### src/verilog/ps2Pkg.sv
`default_nettype none

package ps2Pkg;

    typedef logic [7:0] ps2Byte;                // Payload of one PS/2 frame

    typedef enum logic
    {
        modeStandard = 1'b0,                    // 3-byte packets
        modeWheel    = 1'b1                     // 4-byte packets with Z
    } mouseMode;

    // Device answers
    localparam ps2Byte ackByte    = 8'hFA;
    localparam ps2Byte idStandard = 8'h00;
    localparam ps2Byte idWheel    = 8'h03;      // Reported after the knock

    // Host commands
    localparam ps2Byte cmdSetRate = 8'hF3;
    localparam ps2Byte cmdReadId  = 8'hF2;
    localparam ps2Byte cmdEnable  = 8'hF4;      // Start streaming

endpackage

`default_nettype wire

### src/verilog/ps2Receiver.sv
`timescale 1ns/1ps
`default_nettype none

module ps2Receiver (
    input  logic           CLOCK,
    input  logic           RST_n,
    input  logic           ps2ClkIn,
    input  logic           ps2DatIn,
    input  logic           txBusy,
    output logic           devFall,
    output logic           rxValid,
    output ps2Pkg::ps2Byte rxData,
    output logic           frameError
);
    import ps2Pkg::*;

    logic [2:0] clkSync;                        // Two sync stages plus history
    logic [1:0] datSync;
    logic [3:0] bitCount;                       // 0 waits for start, 10 is stop
    ps2Byte     dataShift;
    logic       parityBit;
    logic       datBit;
    logic       frameGood;

    always_ff @(posedge CLOCK or negedge RST_n)
    begin
        if (!RST_n)
        begin
            clkSync <= 3'b111;                  // Lines idle high
            datSync <= 2'b11;
        end
        else
        begin
            clkSync <= {clkSync[1:0], ps2ClkIn};
            datSync <= {datSync[0], ps2DatIn};
        end
    end

    assign devFall   = clkSync[2] & ~clkSync[1];
    assign datBit    = datSync[1];              // Same depth as clkSync[1]
    assign frameGood = (^{dataShift, parityBit}) & datBit;

    always_ff @(posedge CLOCK or negedge RST_n)
    begin
        if (!RST_n)
        begin
            bitCount   <= 4'd0;
            rxValid    <= 1'b0;
            frameError <= 1'b0;
        end
        else
        begin
            rxValid    <= 1'b0;
            frameError <= 1'b0;
            if (txBusy)
                bitCount <= 4'd0;               // Host owns the lines
            else if (devFall)
            begin
                if (bitCount == 4'd0)
                begin
                    if (!datBit)
                        bitCount <= 4'd1;       // Start bit
                end
                else if (bitCount == 4'd10)
                begin
                    bitCount   <= 4'd0;
                    rxValid    <= frameGood;
                    frameError <= ~frameGood;   // Bad parity or low stop
                end
                else
                    bitCount <= bitCount + 4'd1;
            end
        end
    end

    always_ff @(posedge CLOCK)
    begin
        if (devFall && !txBusy)
        begin
            if (bitCount >= 4'd1 && bitCount <= 4'd8)
                dataShift <= {datBit, dataShift[7:1]};   // LSB first
            if (bitCount == 4'd9)
                parityBit <= datBit;
            if (bitCount == 4'd10)
                rxData <= dataShift;
        end
    end

    rxExclusive: assert property (@(posedge CLOCK) disable iff (!RST_n)
        !(rxValid && frameError));

endmodule

`default_nettype wire

### src/verilog/ps2Transmitter.sv
`timescale 1ns/1ps
`default_nettype none

module ps2Transmitter #(
    parameter logic [12:0] inhibitCycles = 13'd5000
) (
    input  logic           CLOCK,
    input  logic           RST_n,
    input  logic           devFall,
    input  logic           ps2DatIn,
    input  logic           txStart,
    input  ps2Pkg::ps2Byte txData,
    output logic           txBusy,
    output logic           txDone,
    output logic           ps2ClkLow,
    output logic           ps2DatLow
);
    localparam logic [1:0] sIdle    = 2'd0;
    localparam logic [1:0] sInhibit = 2'd1;
    localparam logic [1:0] sShift   = 2'd2;
    localparam logic [1:0] sAck     = 2'd3;

    logic [1:0]  state;
    logic [12:0] inhibitCount;
    logic [3:0]  bitIndex;                      // Data 0..7, parity 8, stop 9
    logic [9:0]  frame;

    always_ff @(posedge CLOCK or negedge RST_n)
    begin
        if (!RST_n)
        begin
            state        <= sIdle;
            inhibitCount <= 13'd0;
            bitIndex     <= 4'd0;
            txDone       <= 1'b0;
            ps2ClkLow    <= 1'b0;
            ps2DatLow    <= 1'b0;
        end
        else
        begin
            txDone <= 1'b0;
            case (state)
                sIdle:
                    if (txStart)
                    begin
                        state        <= sInhibit;
                        inhibitCount <= 13'd0;
                        ps2ClkLow    <= 1'b1;   // Hold off the device
                    end
                sInhibit:
                    if (inhibitCount == inhibitCycles - 13'd1)
                    begin
                        ps2ClkLow <= 1'b0;
                        ps2DatLow <= 1'b1;      // Request to send, start bit
                        bitIndex  <= 4'd0;
                        state     <= sShift;
                    end
                    else
                        inhibitCount <= inhibitCount + 13'd1;
                sShift:
                    if (devFall)
                    begin
                        ps2DatLow <= ~frame[bitIndex];   // Pull low for zeros only
                        if (bitIndex == 4'd9)
                            state <= sAck;      // Stop bit releases the line
                        else
                            bitIndex <= bitIndex + 4'd1;
                    end
                default:
                    if (devFall && !ps2DatIn)
                    begin
                        state  <= sIdle;        // Device held data low
                        txDone <= 1'b1;
                    end
            endcase
        end
    end

    always_ff @(posedge CLOCK)
    begin
        if (state == sIdle && txStart)
            frame <= {1'b1, ~^txData, txData};  // Stop, odd parity, data
    end

    assign txBusy = (state != sIdle);

    startWhileIdle: assert property (@(posedge CLOCK) disable iff (!RST_n)
        txStart |-> !txBusy);

endmodule

`default_nettype wire

### src/verilog/mouseInit.sv
`timescale 1ns/1ps
`default_nettype none

module mouseInit (
    input  logic             CLOCK,
    input  logic             RST_n,
    input  logic             txBusy,
    input  logic             txDone,
    input  logic             rxValid,
    input  ps2Pkg::ps2Byte   rxData,
    output logic             txStart,
    output ps2Pkg::ps2Byte   txData,
    output logic             ready,
    output ps2Pkg::mouseMode mode
);
    import ps2Pkg::*;

    localparam logic [2:0] sSend     = 3'd0;
    localparam logic [2:0] sWaitDone = 3'd1;
    localparam logic [2:0] sWaitAck  = 3'd2;
    localparam logic [2:0] sWaitId   = 3'd3;
    localparam logic [2:0] sReady    = 3'd4;

    localparam logic [2:0] idxReadId = 3'd6;
    localparam logic [2:0] idxEnable = 3'd7;

    logic [2:0] state;
    logic [2:0] cmdIndex;
    ps2Byte     cmdByte;

    // F3 C8 F3 64 F3 50 F2 F4
    always_comb
    begin
        case (cmdIndex)
            3'd1:      cmdByte = 8'hC8;         // Rate 200
            3'd3:      cmdByte = 8'h64;         // Rate 100
            3'd5:      cmdByte = 8'h50;         // Rate 80
            idxReadId: cmdByte = cmdReadId;
            idxEnable: cmdByte = cmdEnable;
            default:   cmdByte = cmdSetRate;
        endcase
    end

    always_ff @(posedge CLOCK or negedge RST_n)
    begin
        if (!RST_n)
        begin
            state    <= sSend;
            cmdIndex <= 3'd0;
            txStart  <= 1'b0;
            ready    <= 1'b0;
            mode     <= modeStandard;
        end
        else
        begin
            txStart <= 1'b0;
            case (state)
                sSend:
                    if (!txBusy)
                    begin
                        txStart <= 1'b1;
                        state   <= sWaitDone;
                    end
                sWaitDone:
                    if (txDone)
                        state <= sWaitAck;
                sWaitAck:
                    if (rxValid)
                    begin
                        if (rxData != ackByte)
                            state <= sSend;     // Resend the same command
                        else if (cmdIndex == idxReadId)
                            state <= sWaitId;
                        else if (cmdIndex == idxEnable)
                        begin
                            state <= sReady;
                            ready <= 1'b1;
                        end
                        else
                        begin
                            cmdIndex <= cmdIndex + 3'd1;
                            state    <= sSend;
                        end
                    end
                sWaitId:
                    if (rxValid)
                    begin
                        state <= sSend;
                        if (rxData == idWheel)
                        begin
                            mode     <= modeWheel;
                            cmdIndex <= idxEnable;
                        end
                        else if (rxData == idStandard)
                        begin
                            mode     <= modeStandard;
                            cmdIndex <= idxEnable;
                        end
                        else
                            cmdIndex <= 3'd0;   // Unknown ID, knock again
                    end
                default:
                    state <= sReady;            // Streaming
            endcase
        end
    end

    always_ff @(posedge CLOCK)
    begin
        if (state == sSend && !txBusy)
            txData <= cmdByte;
    end

endmodule

`default_nettype wire

### src/verilog/mousePacket.sv
`timescale 1ns/1ps
`default_nettype none

module mousePacket (
    input  logic              CLOCK,
    input  logic              RST_n,
    input  logic              ready,
    input  ps2Pkg::mouseMode  mode,
    input  logic              rxValid,
    input  ps2Pkg::ps2Byte    rxData,
    output logic              packetValid,
    output logic [2:0]        buttons,
    output logic signed [8:0] dx,
    output logic signed [8:0] dy,
    output logic signed [3:0] wheel
);
    import ps2Pkg::*;

    logic [1:0] byteCount;
    ps2Byte     status;                         // Buttons, signs, sync bit
    ps2Byte     dxByte;
    ps2Byte     dyByte;
    logic       take;
    logic       lastByte;

    assign take     = ready & rxValid;
    assign lastByte = (byteCount == 2'd3) ||
                      (byteCount == 2'd2 && mode == modeStandard);

    always_ff @(posedge CLOCK or negedge RST_n)
    begin
        if (!RST_n)
        begin
            byteCount   <= 2'd0;
            packetValid <= 1'b0;
        end
        else
        begin
            packetValid <= 1'b0;
            if (!ready)
                byteCount <= 2'd0;
            else if (rxValid)
            begin
                if (lastByte)
                begin
                    byteCount   <= 2'd0;
                    packetValid <= 1'b1;
                end
                else if (byteCount != 2'd0 || rxData[3])
                    byteCount <= byteCount + 2'd1;   // First byte needs bit 3
            end
        end
    end

    always_ff @(posedge CLOCK)
    begin
        if (take)
        begin
            if (byteCount == 2'd0)
                status <= rxData;
            else if (byteCount == 2'd1)
                dxByte <= rxData;
            else if (byteCount == 2'd2)
                dyByte <= rxData;

            if (lastByte)
            begin
                buttons <= status[2:0];
                dx      <= {status[4], dxByte};
                dy      <= {status[5], (byteCount == 2'd3) ? dyByte : rxData};
                wheel   <= (byteCount == 2'd3) ? rxData[3:0] : 4'd0;   // Z in low nibble
            end
        end
    end

endmodule

`default_nettype wire

### src/verilog/ps2MouseHost.sv
`timescale 1ns/1ps
`default_nettype none

module ps2MouseHost #(
    parameter logic [12:0] inhibitCycles = 13'd5000    // 100 us of CLOCK
) (
    input  logic              CLOCK,
    input  logic              RST_n,
    input  logic              ps2ClkIn,
    input  logic              ps2DatIn,
    output logic              ps2ClkLow,
    output logic              ps2DatLow,
    output logic              ready,
    output ps2Pkg::mouseMode  mode,
    output logic              packetValid,
    output logic [2:0]        buttons,
    output logic signed [8:0] dx,
    output logic signed [8:0] dy,
    output logic signed [3:0] wheel,
    output logic              frameError
);
    import ps2Pkg::*;

    logic   devFall;
    logic   txStart;
    logic   txBusy;
    logic   txDone;
    ps2Byte txData;
    logic   rxValid;
    ps2Byte rxData;

    ps2Receiver i_receiver (
        .CLOCK      (CLOCK),
        .RST_n      (RST_n),
        .ps2ClkIn   (ps2ClkIn),
        .ps2DatIn   (ps2DatIn),
        .txBusy     (txBusy),
        .devFall    (devFall),
        .rxValid    (rxValid),
        .rxData     (rxData),
        .frameError (frameError)
    );

    ps2Transmitter #(
        .inhibitCycles (inhibitCycles)
    ) i_transmitter (
        .CLOCK     (CLOCK),
        .RST_n     (RST_n),
        .devFall   (devFall),
        .ps2DatIn  (ps2DatIn),
        .txStart   (txStart),
        .txData    (txData),
        .txBusy    (txBusy),
        .txDone    (txDone),
        .ps2ClkLow (ps2ClkLow),
        .ps2DatLow (ps2DatLow)
    );

    mouseInit i_init (
        .CLOCK   (CLOCK),
        .RST_n   (RST_n),
        .txBusy  (txBusy),
        .txDone  (txDone),
        .rxValid (rxValid),
        .rxData  (rxData),
        .txStart (txStart),
        .txData  (txData),
        .ready   (ready),
        .mode    (mode)
    );

    mousePacket i_packet (
        .CLOCK       (CLOCK),
        .RST_n       (RST_n),
        .ready       (ready),
        .mode        (mode),
        .rxValid     (rxValid),
        .rxData      (rxData),
        .packetValid (packetValid),
        .buttons     (buttons),
        .dx          (dx),
        .dy          (dy),
        .wheel       (wheel)
    );

endmodule

`default_nettype wire

### config.mk
export PLATFORM = sky130hd
export DESIGN_NAME = ps2MouseHost
export DESIGN_NICKNAME = d
export VERILOG_FILES = /design/src/verilog/ps2Pkg.sv /design/src/verilog/ps2Receiver.sv /design/src/verilog/ps2Transmitter.sv /design/src/verilog/mouseInit.sv /design/src/verilog/mousePacket.sv /design/src/verilog/ps2MouseHost.sv
export SDC_FILE = /design/constraint.sdc
export NUM_CORES = 1
export LEC_CHECK = 0
export BUFFER_PORTS_ARGS = -buffer_cell sky130_fd_sc_hd__clkbuf_2
export CELL_PAD_IN_SITES_DETAIL_PLACEMENT = 1
export CELL_PAD_IN_SITES_GLOBAL_PLACEMENT = 1
export CORE_MARGIN = 2
export CORE_UTILIZATION = 45
export CTS_CLUSTER_DIAMETER = 100
export CTS_CLUSTER_SIZE = 28
export DETAILED_ROUTE_END_ITERATION = 16
export PLACE_DENSITY_LB_ADDON = 0.1
export SLEW_MARGIN = 20
export SYNTH_ARGS = -nofsm -noshare
export SYNTH_HDL_FRONTEND = slang
export SYNTH_HIERARCHICAL = 1
export SYNTH_SLANG_ARGS = --single-unit
### constraint.sdc
create_clock -name CLOCK -period 2.3 [get_ports CLOCK]
set_input_delay 0.46 -clock CLOCK [delete_from_list [all_inputs] [get_ports CLOCK]]
set_output_delay 0.46 -clock CLOCK [all_outputs]
set_load 0.01 [all_outputs]
# Word level (Yosys, flattened, before mapping)
# Cells that the tools add are included.
totals:
  ff_bits: 126
  word_cells: 193
classes:
  add_sub_neg: 5
  magnitude_cmp: 3
  n_eq_ne: 35
  mux: 65
  bitwise: 11
  n_reduce_logical: 44
ops:
  columns: ["cell", "count"]
  rows:
  - ["3-bit 2-to-1 mux", 14]
  - ["8-bit case mux with 5 select lines", 1]
  - ["4-bit 2-to-1 mux", 8]
  - ["13-bit 2-to-1 mux", 2]
  - ["13-bit case mux with 2 select lines", 1]
  - ["1-bit 2-to-1 mux", 22]
  - ["2-bit inequality test, second input constant", 11]
  - ["2-bit 2-to-1 mux", 9]
  - ["3-bit AND reduction", 5]
  - ["2-bit AND reduction", 7]
  - ["2-bit nonzero test", 7]
  - ["13-bit by 1-bit adder with 13-bit output, second input constant", 1]
  - ["13-bit == test, second input constant", 1]
  - ["4-bit == test, second input constant", 3]
  - ["3-bit case mux with 4 select lines", 1]
  - ["4-bit AND reduction", 3]
  - ["5-bit AND reduction", 2]
  - ["3-bit by 2-bit == test with 1-bit output, second input constant", 3]
  - ["3-bit == test, second input constant", 3]
  - ["9-bit parity", 1]
  - ["4-bit by 1-bit adder with 4-bit output, second input constant", 2]
  - ["8-bit by 2-bit == test with 1-bit output, second input constant", 1]
  - ["8-bit zero test", 1]
  - ["8-bit 2-to-1 mux", 1]
  - ["other kinds (29)", 53]

# Depth between registers and ports, before layout
# Gate-level depths: netlist of run 1.
depth:
  depth_word: 7
  mapped_depth: 8
  depth_no_buf: 7

# By module
# The synthesis of run 1 kept the hierarchy.
by_module_without_submodules:
  columns: ["module", "instances", "cells_each", "area_each_um2", "seq_area_each_um2"]
  rows:
  - ["ps2Transmitter", 1, 194, 1956.9, 820.8]
  - ["mousePacket", 1, 89, 1767.9, 1456.4]
  - ["ps2Receiver", 1, 69, 1056.0, 792.0]
  - ["mouseInit", 1, 81, 925.9, 435.4]

# Worst setup path before layout of run 1
# Ideal clock, no wire load.
synth_timing:
  kind: "reg2reg"
  startpoint: "reg i_packet.byteCount[0]"
  endpoint: "reg i_packet.buttons[0], enable pin"
  setup_time_ns: 0.415
  arrival_time_ns: 2.065
  setup_slack_ns: -0.181
  stages_incl_launch_ff: 5
  path_buffers: 0
  period_less_slack_ns: 2.481
  cell_sequence: "dfrtp_1 inv_1 ha_1 nand2b_1 a21oi_1"
synth_via:
  elab_chain_cells: 4
  elab_cells_between_ends: 5
synth_rtl:
  columns: ["element", "line", "rtl"]
  rows:
  - ["from (decl)", "mousePacket.sv:19", "logic [1:0] byteCount;"]
  - ["from (signal assigned)", "mousePacket.sv:50", "byteCount <= byteCount + 2'd1;"]
  - ["2-bit == test", "mousePacket.sv:28", "(byteCount == 2'd2 && mode == modeStandard);"]
  - ["1-bit logical AND", "mousePacket.sv:28", null]
  - ["1-bit logical OR (*)", "mousePacket.sv:27", "assign lastByte = (byteCount == 2'd3) ||"]
  - ["2-bit AND reduction (no source line) (*)", null, null]
  - ["to (signal assigned)", "mousePacket.sv:68", "buttons <= status[2:0];"]
  - ["to (decl)", "mousePacket.sv:12", "output logic [2:0] buttons,"]
# Mark *: on every way between the ends. The rest lies on a longest branch, timed or not.
# A chain may end at the register's enable or synchronous reset.

# Worst setup path in the final report of run 1
layout_timing:
  startpoint: "reg i_transmitter.inhibitCount[0]"
  endpoint: "reg i_transmitter.inhibitCount[0]"
layout_via:
  elab_chain_cells: 3
  elab_cells_between_ends: 6
layout_rtl:
  columns: ["element", "line", "rtl"]
  rows:
  - ["from (decl)", "ps2Transmitter.sv:24", "logic [12:0] inhibitCount;"]
  - ["from (signal assigned)", "ps2Transmitter.sv:59", "inhibitCount <= inhibitCount + 13'd1;"]
  - ["13-bit by 1-bit adder with 13-bit output or 13-bit == test (tied branches)", "ps2Transmitter.sv:59, ps2Transmitter.sv:51", null]
  - ["13-bit 2-to-1 mux or 2-bit inequality test (tied branches)", null, null]
  - ["13-bit case mux with 2 select lines or 3-bit AND reduction (tied branches)", null, null]
# Parallel ways exist; a longest one is shown, timed or not. The select of a mux whose other input is x is not followed.

==> metrics.cfg, run 1 <==
[power]
cellPowerDensity_mw_per_mm2 = 748
p_leak_nw = 2.64
total_power_mw = 5.04
peakVddDrop_uv = 535

[placed_design]
io_buffers = 34
dpl_cell_area_mm2 = 0.00614
routabilityCongestion = 0.789
dp_hpwl_um = 8210
dpl.cell_count = 640

[cells_and_area]
design_area_mm2 = 0.00673
diodes = 0
nets = 508
syn2layout_area_growth_pct = 18.0
fin_util = 0.538
layout-drive-gt1-share = 0.226
fin_cells = 672

[setup_path]
end_kind = register
worstPathMaxFanout = 7
worstSetupStartpointType = register
cp.arrival_ns = 2.40
critical_path_class = reg -> reg
r2r_slack_ns = 0.22
required_ns = 2.62

[timing]
fin_crit_sh = 0.905
maxSlewHeadroom = 0.583
tightest_slew_ns = 0.626
hold_violations = 0
fin_tns_setup_ns = 0
slew_viol_final = 0
grt_setup_unrepaired = no
finalSetupViolCount = 0
fin_skew_ns = 0.0122
timing.final.crit_period_ns = 2.08
max_clock_freq_mhz = 481

[route]
dr.pass1.iters = 4
viasPerCell = 5.35
vias = 3595
first_iter_violations = 197
ant_nets = 0
drc = 0
wl_per_cell_um = 18.0
routed_wl_um = 12100

[job]
maxCapViolCount = 0

[synth]
yosys-top-cells-area = edfxtp_1 (42%), dfrtp_1 (18%), ha_1 (3.7%)
synth_nets = 454
yosysTopAreaCell = edfxtp_1
yosys_warnings = 6
ys.flop_type = edfxtp_1
yosys.area.top_type_share = 0.416
syn_avg_cell_area_um2 = 13.2
synthDistinctLibCells = 66
syn-cell-area_mm2 = 0.00571
synth_seq_cells = 124
netlist_instances = 433
synth_seq_area_share = 0.614
synth_edf_count = 79
async_flop_share = 0.363

[clocking]
clockBufferDepth = 2
clk_latency_ns = 0.41
h-tree-depth = 4
clock-sinks = 124
postCtsSetupRepairBufs = 0
clk_pin_slew_ns = 0.05
cts_tree = done
cts.root.buffer_cell = clkbuf_16
cts_buffers = 17

[worst_hold_path]
hold_class = in -> reg

[grt]
grt_overflow = 0
grt_max_degree = 46
antenna_found_initial = 0
grt_usage = 0.193
grt_pass1_wl_um = 19500
grt_pass1_vias = 3704

[floorplan]
core_mm2 = 0.0125
io_pins = 35
dieArea_mm2 = 0.0136
die_w_um = 117
fp.dieH_um = 117
start_util = 0.456
num_rows = 41

[status]
status = complete, no violations

-- layer usage --
layer  vias up  track usage  wire length (um)
met5         -            0                 0
met4         0       0.0588               108
li1       1720            -                 -
met2        43        0.304              5770
met1      1823        0.261              5870
met3         9       0.0550               337
-- area by class of cell --
type,instances,area [um^2]
Multi-Input combinational cell,269,2020
Timing Repair Buffer,52,318
Fill cell,1294,5780
Tap cell,172,215
Clock buffer,20,437
Sequential cell,124,3500
Clock inverter,12,150
Inverter,23,86.3
-- layout by cell type (no fill, tap or decap), drive strengths merged, types with 6 or more instances in the layout --
cell type and n:
a21oi 13, and2 7, buf 18, clkbuf 54
dfrtp 40, edfxtp 79, ha 17, inv 24
mux2 15, mux2i 8, nand2 19, nand2b 12
nand3 8, nand4 11, nand4b 6, nor2 30
nor2b 7, nor3 8, o21ai 18, xnor2 11
xor2 7
-- critical path, stage by stage (launching register included) --
cell and delay, ns:
dfrtp_1 0.45, ha_1 0.28, nand2_1 0.21, or4_4 0.61
mux2_4 0.28, o221ai_2 0.16
-- power breakdown --
part | switching (mW) | internal (mW)
Sequential | 0.00235 | 2.36
Combinational | 0.0259 | 0.00798
Clock | 0.943 | 1.70
Total | 0.971 | 4.07
-- flip-flops by register name (all words and copies together), names as in the netlist, 3 cells and up --
| register | cells |
|---|---|
| i_init/cmdIndex | 3 |
| i_init/state | 3 |
| i_init/txData | 7 |
| i_packet/buttons | 3 |
| i_packet/dx | 9 |
| i_packet/dxByte | 8 |
| i_packet/dy | 9 |
| i_packet/dyByte | 8 |
| i_packet/status | 5 |
| i_packet/wheel | 4 |
| i_receiver/bitCount | 4 |
| i_receiver/clkSync | 3 |
| i_receiver/dataShift | 8 |
| i_receiver/rxData | 8 |
| i_transmitter/bitIndex | 4 |
| i_transmitter/frame | 9 |
| i_transmitter/inhibitCount | 13 |
-- synth_stat cells, types with 3 or more instances --
cell / count
buf_6: 3
edfxtp_1: 79
nand3_1: 8
dfstp_2: 5
nor2b_1: 7
nand2_1: 19
dfrtp_1: 40
nor3_1: 8
xor2_1: 7
inv_1: 23
mux2_4: 4
nand4b_1: 5
a31oi_1: 5
nor4_1: 5
buf_4: 4
nor2_1: 30
nand4_1: 11
a21oi_1: 13
o21ai_0: 18
mux2i_1: 8
buf_2: 3
clkbuf_1: 7
ha_1: 17
and2_1: 7
o31ai_1: 4
xnor2_1: 11
nand2b_1: 12
a211oi_1: 4
mux2_2: 11
and4_1: 4
nor4b_1: 4
-- stage by stage --
step	setup WS (ns)	hold slack [ns]
after detailed placement	0.137	0.349
after CTS	0.153	0.109
after global placement	0.279	0.349
after global routing	0.0885	0.110
final	0.219	0.134
after floorplan	0.192	0.164
-- final timing paths --
path,startpoint,end,cells after the start
worst max-delay path,i_transmitter/inhibitCount[0]$_DFFE_PN0P_,i_transmitter/inhibitCount[0]$_DFFE_PN0P_,5
worst min-delay path,ps2ClkIn,i_receiver/clkSync[0]$_DFF_PN1_,1
worst max register to register,i_transmitter/inhibitCount[0]$_DFFE_PN0P_,i_transmitter/inhibitCount[0]$_DFFE_PN0P_,5
worst min register to register,i_receiver/clkSync[0]$_DFF_PN1_,i_receiver/clkSync[1]$_DFF_PN1_,0
max in group asynchronous,RST_n,i_receiver/rxValid$_DFF_PN0_,2
min in group asynchronous,RST_n,i_transmitter/ps2DatLow$_DFFE_PN0P_,2
-- logic make-up (layout without fill, tap and decap cells) --
kind of cell	after synthesis	after routing	share of synthesized area
flip-flops	124	124	0.614
multiplexers	24	24	0.0502
buffers and inverters	40	107	0.0335
XOR/XNOR	20	20	0.0355
other	1	1	0.000657
adder cells (fa/ha/maj)	17	17	0.0373
AO/OA/AOI/OAI	66	66	0.0807
AND/OR/NAND/NOR	141	141	0.148
-- timing repair --
action                                  in CTS  in global routing
endpoints found under the setup margin       0                  3
hold buffers                                 0                  0
gates resized for setup                      0                  1
(Power assumes the default switching activity.)
==> inputs of run 2 (changes only) <==
- RECOVER_POWER: default -> 50
==> run 2 against run 1 <==
Against the previous run:
- wire length is 0.12% higher
- clock skew is essentially flat
- critical path depth stayed put
- hold slack is essentially flat
- sequential power about the same
- die area stayed put
- sequential cell count did not move
==> metrics.cfg, run 2 (synthesis gave the netlist of run 1 again) <==
[status]
status = complete, no violations  ; unchanged

[route]
dr.pass1.iters = 4  ; unchanged
routed_wl_um = 12100  ; about the same
vias = 3602  ; was 3595
ant_nets = 0  ; unchanged
first_iter_violations = 208  ; was 197
wl_per_cell_um = 18.0  ; about the same
viasPerCell = 5.36  ; was 5.35
drc = 0  ; unchanged

[power]
clkPwrFrac = 0.524  ; about the same
seqPwrFrac = 0.470  ; was 0.469
power.switching_mw = 0.968  ; was 0.971 mW
p_leak_nw = 2.56  ; was 2.64 nW
p_int_mw = 4.07  ; about the same
total_power_mw = 5.03  ; was 5.04 mW
cellPowerDensity_mw_per_mm2 = 752  ; was 748 mW/mm^2
peakVddDrop_uv = 535  ; about the same
combPwrFrac = 0.007  ; about the same
switching_share = 0.192  ; was 0.193

[timing]
slew_viol_final = 0  ; unchanged
timing.final.crit_period_ns = 2.08  ; about the same
finalSetupViolCount = 0  ; unchanged
maxSlewHeadroom = 0.188  ; was 0.583
max_clock_freq_mhz = 481  ; about the same
fin_tns_setup_ns = 0  ; unchanged
fin_ws_ns = 0.220  ; was 0.219 ns
tightest_slew_ns = 1.22  ; was 0.626 ns
hold_ws_ns = 0.133  ; was 0.134 ns
grt_setup_unrepaired = no  ; unchanged
fin_skew_ns = 0.0119  ; was 0.0122 ns
fin_crit_sh = 0.904  ; was 0.905
hold_violations = 0  ; unchanged

[clocking]
cts_buffers = 17  ; unchanged
h-tree-depth = 4  ; unchanged
cts_hold_buffers = 0  ; unchanged
clock-sinks = 124  ; unchanged
clockBufferDepth = 2  ; unchanged
clk_latency_ns = 0.41  ; about the same
clk_pin_slew_ns = 0.05  ; about the same
postCtsSetupRepairBufs = 0  ; unchanged
cts_tree = done  ; unchanged
cts.root.buffer_cell = clkbuf_16  ; unchanged

[floorplan]
core_mm2 = 0.0125  ; unchanged
die_w_um = 117  ; unchanged
dieArea_mm2 = 0.0136  ; unchanged
start_util = 0.456  ; unchanged
fp.dieH_um = 117  ; unchanged
io_pins = 35  ; unchanged
num_rows = 41  ; unchanged

[cells_and_area]
regMostFlops = i_transmitter/inhibitCount  ; unchanged
nets = 508  ; unchanged
final_common_cell = edfxtp_1  ; unchanged
diodes = 0  ; unchanged
layout-drive-gt1-share = 0.174  ; was 0.226
largest_register_ffs = 13  ; unchanged
final_cell_mix = edfxtp_1 (79), dfrtp_1 (40), nor2_1 (30)  ; was edfxtp_1 (79), dfrtp_1 (40), clkbuf_2 (34)
syn2layout_area_growth_pct = 17.3  ; was 18.0%

[placed_design]
routabilityCongestion = 0.789  ; unchanged
dp_slack_ns = 0.137  ; unchanged
io_buffers = 34  ; unchanged
dp_hpwl_um = 8210  ; unchanged

[setup_path]
worst_path_dominant_cell_family = simple AND/OR/NAND/NOR gates  ; unchanged
crit_chain = ha_1 -> nand2_1 -> or4_4 -> mux2_4 -> o221ai_2  ; unchanged
cp.arrival_ns = 2.40  ; about the same
required_ns = 2.62  ; about the same
worst-path-buf-inv = 0  ; unchanged
critical_path_class = reg -> reg  ; unchanged
cp_slowest_cell = or4_4  ; unchanged
worstPathMaxFanout = 7  ; unchanged
end_kind = register  ; unchanged
crit_start = i_transmitter/inhibitCount[0]$_DFFE_PN0P_  ; unchanged
worstReg2RegStart = i_transmitter/inhibitCount[0]$_DFFE_PN0P_  ; unchanged
worstSetupStartpointType = register  ; unchanged
cp_slowest_stage_delay_ns = 0.61  ; about the same

[worst_hold_path]
min_from = ps2ClkIn  ; unchanged
hold_class = in -> reg  ; unchanged

[grt]
grt_pass1_wl_um = 19500  ; unchanged
grt_usage = 0.193  ; unchanged
grt_overflow = 0  ; unchanged
antenna_found_initial = 0  ; unchanged
grt_pass1_vias = 3704  ; unchanged
grt_max_degree = 46  ; unchanged

[job]
maxCapViolCount = 0  ; unchanged

run 2: worst register-to-register path, stage by stage, from the launching register on:
cell and delay [ns]:
dfrtp_1 0.45, ha_1 0.28, nand2_1 0.21, or4_4 0.61, mux2_4 0.28, o221ai_2 0.16
run 2: metal layers:
metal | vias up | share of wire | global-route usage
met5 | - | 0 | 0
li1 | 1717 | - | -
met3 | 11 | 0.033 | 0.0550
met1 | 1821 | 0.48 | 0.261
met2 | 53 | 0.47 | 0.304
met4 | 0 | 0.0098 | 0.0588
run 2: what timing repair did:
item / 4_1_cts / 5_1_grt
hold endpoints to repair: 0 / 0
endpoints found under the setup margin: 0 / 3
gates resized for setup: 0 / 1
run 2: area by class of cell:
type,instances,area (um^2)
multi-input cells,269,2020
inverters,23,86.3
flip-flops and latches,124,3500
repair buffers,52,277
well taps,172,215
clock inverters,12,150
fillers,1309,5830
clock buffers,20,437
run 2: final timing paths:
| kind | to | cells after the start | slack (ns) |
|---|---|---|---|
| max | i_transmitter/inhibitCount[0]$_DFFE_PN0P_ | 5 | 0.22 |
| min | i_receiver/clkSync[0]$_DFF_PN1_ | 1 | 0.13 |
| max reg2reg | i_transmitter/inhibitCount[0]$_DFFE_PN0P_ | 5 | 0.22 |
| min reg2reg | i_receiver/clkSync[1]$_DFF_PN1_ | 0 | 0.36 |
| max in group asynchronous | i_init/state[1]$_DFFE_PN0P_ | 2 | 1.18 |
| min in group asynchronous | i_transmitter/ps2DatLow$_DFFE_PN0P_ | 2 | 0.39 |
run 2: power by group through the flow:
stage          Clock [mW]  Combinational [mW]  Sequential, mW
4_1_cts              2.71              0.0358            2.36
2_1_floorplan           0              0.0111            2.41
6_report             2.64              0.0330            2.36
5_1_grt              2.79              0.0391            2.36
3_3_place_gp            0              0.0353            2.41
3_5_place_dp            0              0.0360            2.41
run 2: per-stage QoR:
step           instance area, um^2  cells  utilization
3_3_place_gp                  6140    640        0.490
2_1_floorplan                 5710    433            -
6_report                      6690    672        0.535
3_5_place_dp                  6140    640        0.490
5_1_grt                       6690    672        0.535
4_1_cts                       6730    672        0.537
==> inputs of run 3 (changes only) <==
- CORE_MARGIN: 2 -> 4
==> run 3 against run 2 <==
Against the previous run:
- wire length increased by 0.86%
- cell area is 0.84% lower
- sequential share of layout area up 0.44 points
- global-route usage down 0.97 points
- total power shrank 3.1%
- sequential power hardly changed
- via count decreased by 0.42%
==> metrics.cfg, run 3 (synthesis gave the netlist of run 1 again) <==
[status]
status = complete, no violations  ; unchanged

[floorplan]
fp.dieH_um = 121  ; was 117 um
start_util = 0.467  ; was 0.456
io_pins = 35  ; unchanged
dieArea_mm2 = 0.0145  ; was 0.0136 mm^2
die_w_um = 121  ; was 117 um
num_rows = 40  ; was 41
core_mm2 = 0.0122  ; was 0.0125 mm^2

[setup_path]
cp.arrival_ns = 2.37  ; was 2.40 ns
end_kind = register  ; unchanged
worstPathMaxFanout = 7  ; unchanged
required_ns = 2.59  ; was 2.62 ns
critical_path_class = reg -> reg  ; unchanged
worstSetupStartpointType = register  ; unchanged

[placed_design]
dpl_cell_area_mm2 = 0.00613  ; was 0.00614 mm^2
dp_slack_ns = 0.183  ; was 0.137 ns
routabilityCongestion = 0.782  ; was 0.789
dp_hpwl_um = 8290  ; was 8210 um
io_buffers = 34  ; unchanged

[grt]
grt_usage = 0.183  ; was 0.193
grt_pass1_wl_um = 20500  ; was 19500 um
grt_overflow = 0  ; unchanged
grt_max_degree = 29  ; was 46
grt_pass1_vias = 3892  ; was 3704
antenna_found_initial = 0  ; unchanged

[cells_and_area]
largest_register_ffs = 13  ; unchanged
design_area_mm2 = 0.00664  ; was 0.00669 mm^2
nets = 506  ; was 508
layout-drive-gt1-share = 0.173  ; was 0.174
final_cell_mix = edfxtp_1 (79), dfrtp_1 (40), nor2_1 (30)  ; unchanged
final_common_cell = edfxtp_1  ; unchanged
regMostFlops = i_transmitter/inhibitCount  ; unchanged
diodes = 0  ; unchanged
fin_util = 0.543  ; was 0.535
syn2layout_area_growth_pct = 16.3  ; was 17.3%

[timing]
hold_ws_ns = 0.127  ; was 0.133 ns
fin_tns_setup_ns = 0  ; unchanged
slew_viol_final = 0  ; unchanged
tightest_slew_ns = 1.03  ; was 1.22 ns
hold_violations = 0  ; unchanged
grt_setup_unrepaired = no  ; unchanged
maxSlewHeadroom = 0.310  ; was 0.188
timing.final.crit_period_ns = 2.08  ; about the same
fin_crit_sh = 0.904  ; about the same
fin_ws_ns = 0.222  ; was 0.220 ns
finalSetupViolCount = 0  ; unchanged
fin_skew_ns = 0.0102  ; was 0.0119 ns
max_clock_freq_mhz = 481  ; about the same

[clocking]
clk_latency_ns = 0.42  ; was 0.41 ns
cts.root.buffer_cell = clkbuf_16  ; unchanged
clockBufferDepth = 2  ; unchanged
clk_pin_slew_ns = 0.06  ; was 0.05 ns
cts_tree = done  ; unchanged
cts_buffers = 17  ; unchanged
clock-sinks = 124  ; unchanged
h-tree-depth = 4  ; unchanged
postCtsSetupRepairBufs = 0  ; unchanged

[route]
drc = 0  ; unchanged
wl_per_cell_um = 18.4  ; was 18.0 um
dr.pass1.iters = 4  ; unchanged
routed_wl_um = 12200  ; was 12100 um
vias = 3587  ; was 3602
ant_nets = 0  ; unchanged
viasPerCell = 5.39  ; was 5.36
first_iter_violations = 198  ; was 208

[worst_hold_path]
hold_class = in -> reg  ; unchanged

[power]
p_leak_nw = 2.53  ; was 2.56 nW
peakVddDrop_uv = 496  ; was 535 uV
cellPowerDensity_mw_per_mm2 = 736  ; was 752 mW/mm^2

[job]
maxCapViolCount = 0  ; unchanged

run 3: cell count changes in the layout (fill, tap and decap cells not counted), moves of 2 or more:
cell and delta:
clkbuf_1 -3, clkinv_2 -3, bufinv_16 -2, clkinvlp_4 +2, inv_6 +2
run 3: critical path, stage by stage (launching register included):
cell     delay, ns
dfrtp_1       0.47
ha_1          0.28
nand2_1       0.20
o41ai_4       0.47
buf_4         0.22
nor2_1        0.05
a221o_1       0.27
run 3: power by group:
part	internal (mW)	switching [mW]	leakage (nW)
sequential	2.36	0.00230	1.31
combinational	0.00689	0.0269	0.966
clock	1.48	1.00	0.253
run 3: path summary, 6_finish.rpt:
path | start | endpoint | slack [ns] | depth (start not counted)
max | i_transmitter/inhibitCount[0]$_DFFE_PN0P_ | i_transmitter/bitIndex[1]$_DFFE_PN0P_ | 0.22 | 6
min | ps2ClkIn | i_receiver/clkSync[0]$_DFF_PN1_ | 0.13 | 1
max reg2reg | i_transmitter/inhibitCount[0]$_DFFE_PN0P_ | i_transmitter/bitIndex[1]$_DFFE_PN0P_ | 0.22 | 6
min reg2reg | i_receiver/clkSync[0]$_DFF_PN1_ | i_receiver/clkSync[1]$_DFF_PN1_ | 0.36 | 0
max in group asynchronous | RST_n | i_init/state[2]$_DFFE_PN0P_ | 0.77 | 2
min in group asynchronous | RST_n | i_transmitter/inhibitCount[6]$_DFFE_PN0P_ | 0.21 | 1
run 3: layer usage:
metal  wire [um]  share of wire  global-route usage
met1        5930           0.49               0.251
met2        5760           0.47               0.282
met3         331          0.027              0.0454
met4         180          0.015              0.0708
met5           0              0                   0
run 3: final cells by class:
| cell class | instances | area [um^2] |
|---|---|---|
| inverter | 23 | 86.3 |
| sequential | 124 | 3500 |
| fill | 1294 | 5580 |
| timing repair buffer | 50 | 268 |
| clock buffer | 18 | 429 |
| tap | 168 | 210 |
| clock inverter | 13 | 120 |
| multi-input combinational | 269 | 2020 |
run 3: per-stage QoR:
step / total power, mW / cells
3_5_place_dp: 2.45 / 634
5_1_grt: 5.06 / 665
3_3_place_gp: 2.45 / 634
2_1_floorplan: 2.42 / 433
6_report: 4.88 / 665
4_1_cts: 4.94 / 665
run 3: timing repair:
| item | in CTS | in global routing |
|---|---|---|
| setup endpoints to repair | 0 | 8 |
| resized for setup | 0 | 1 |
| hold buffers | 0 | 0 |
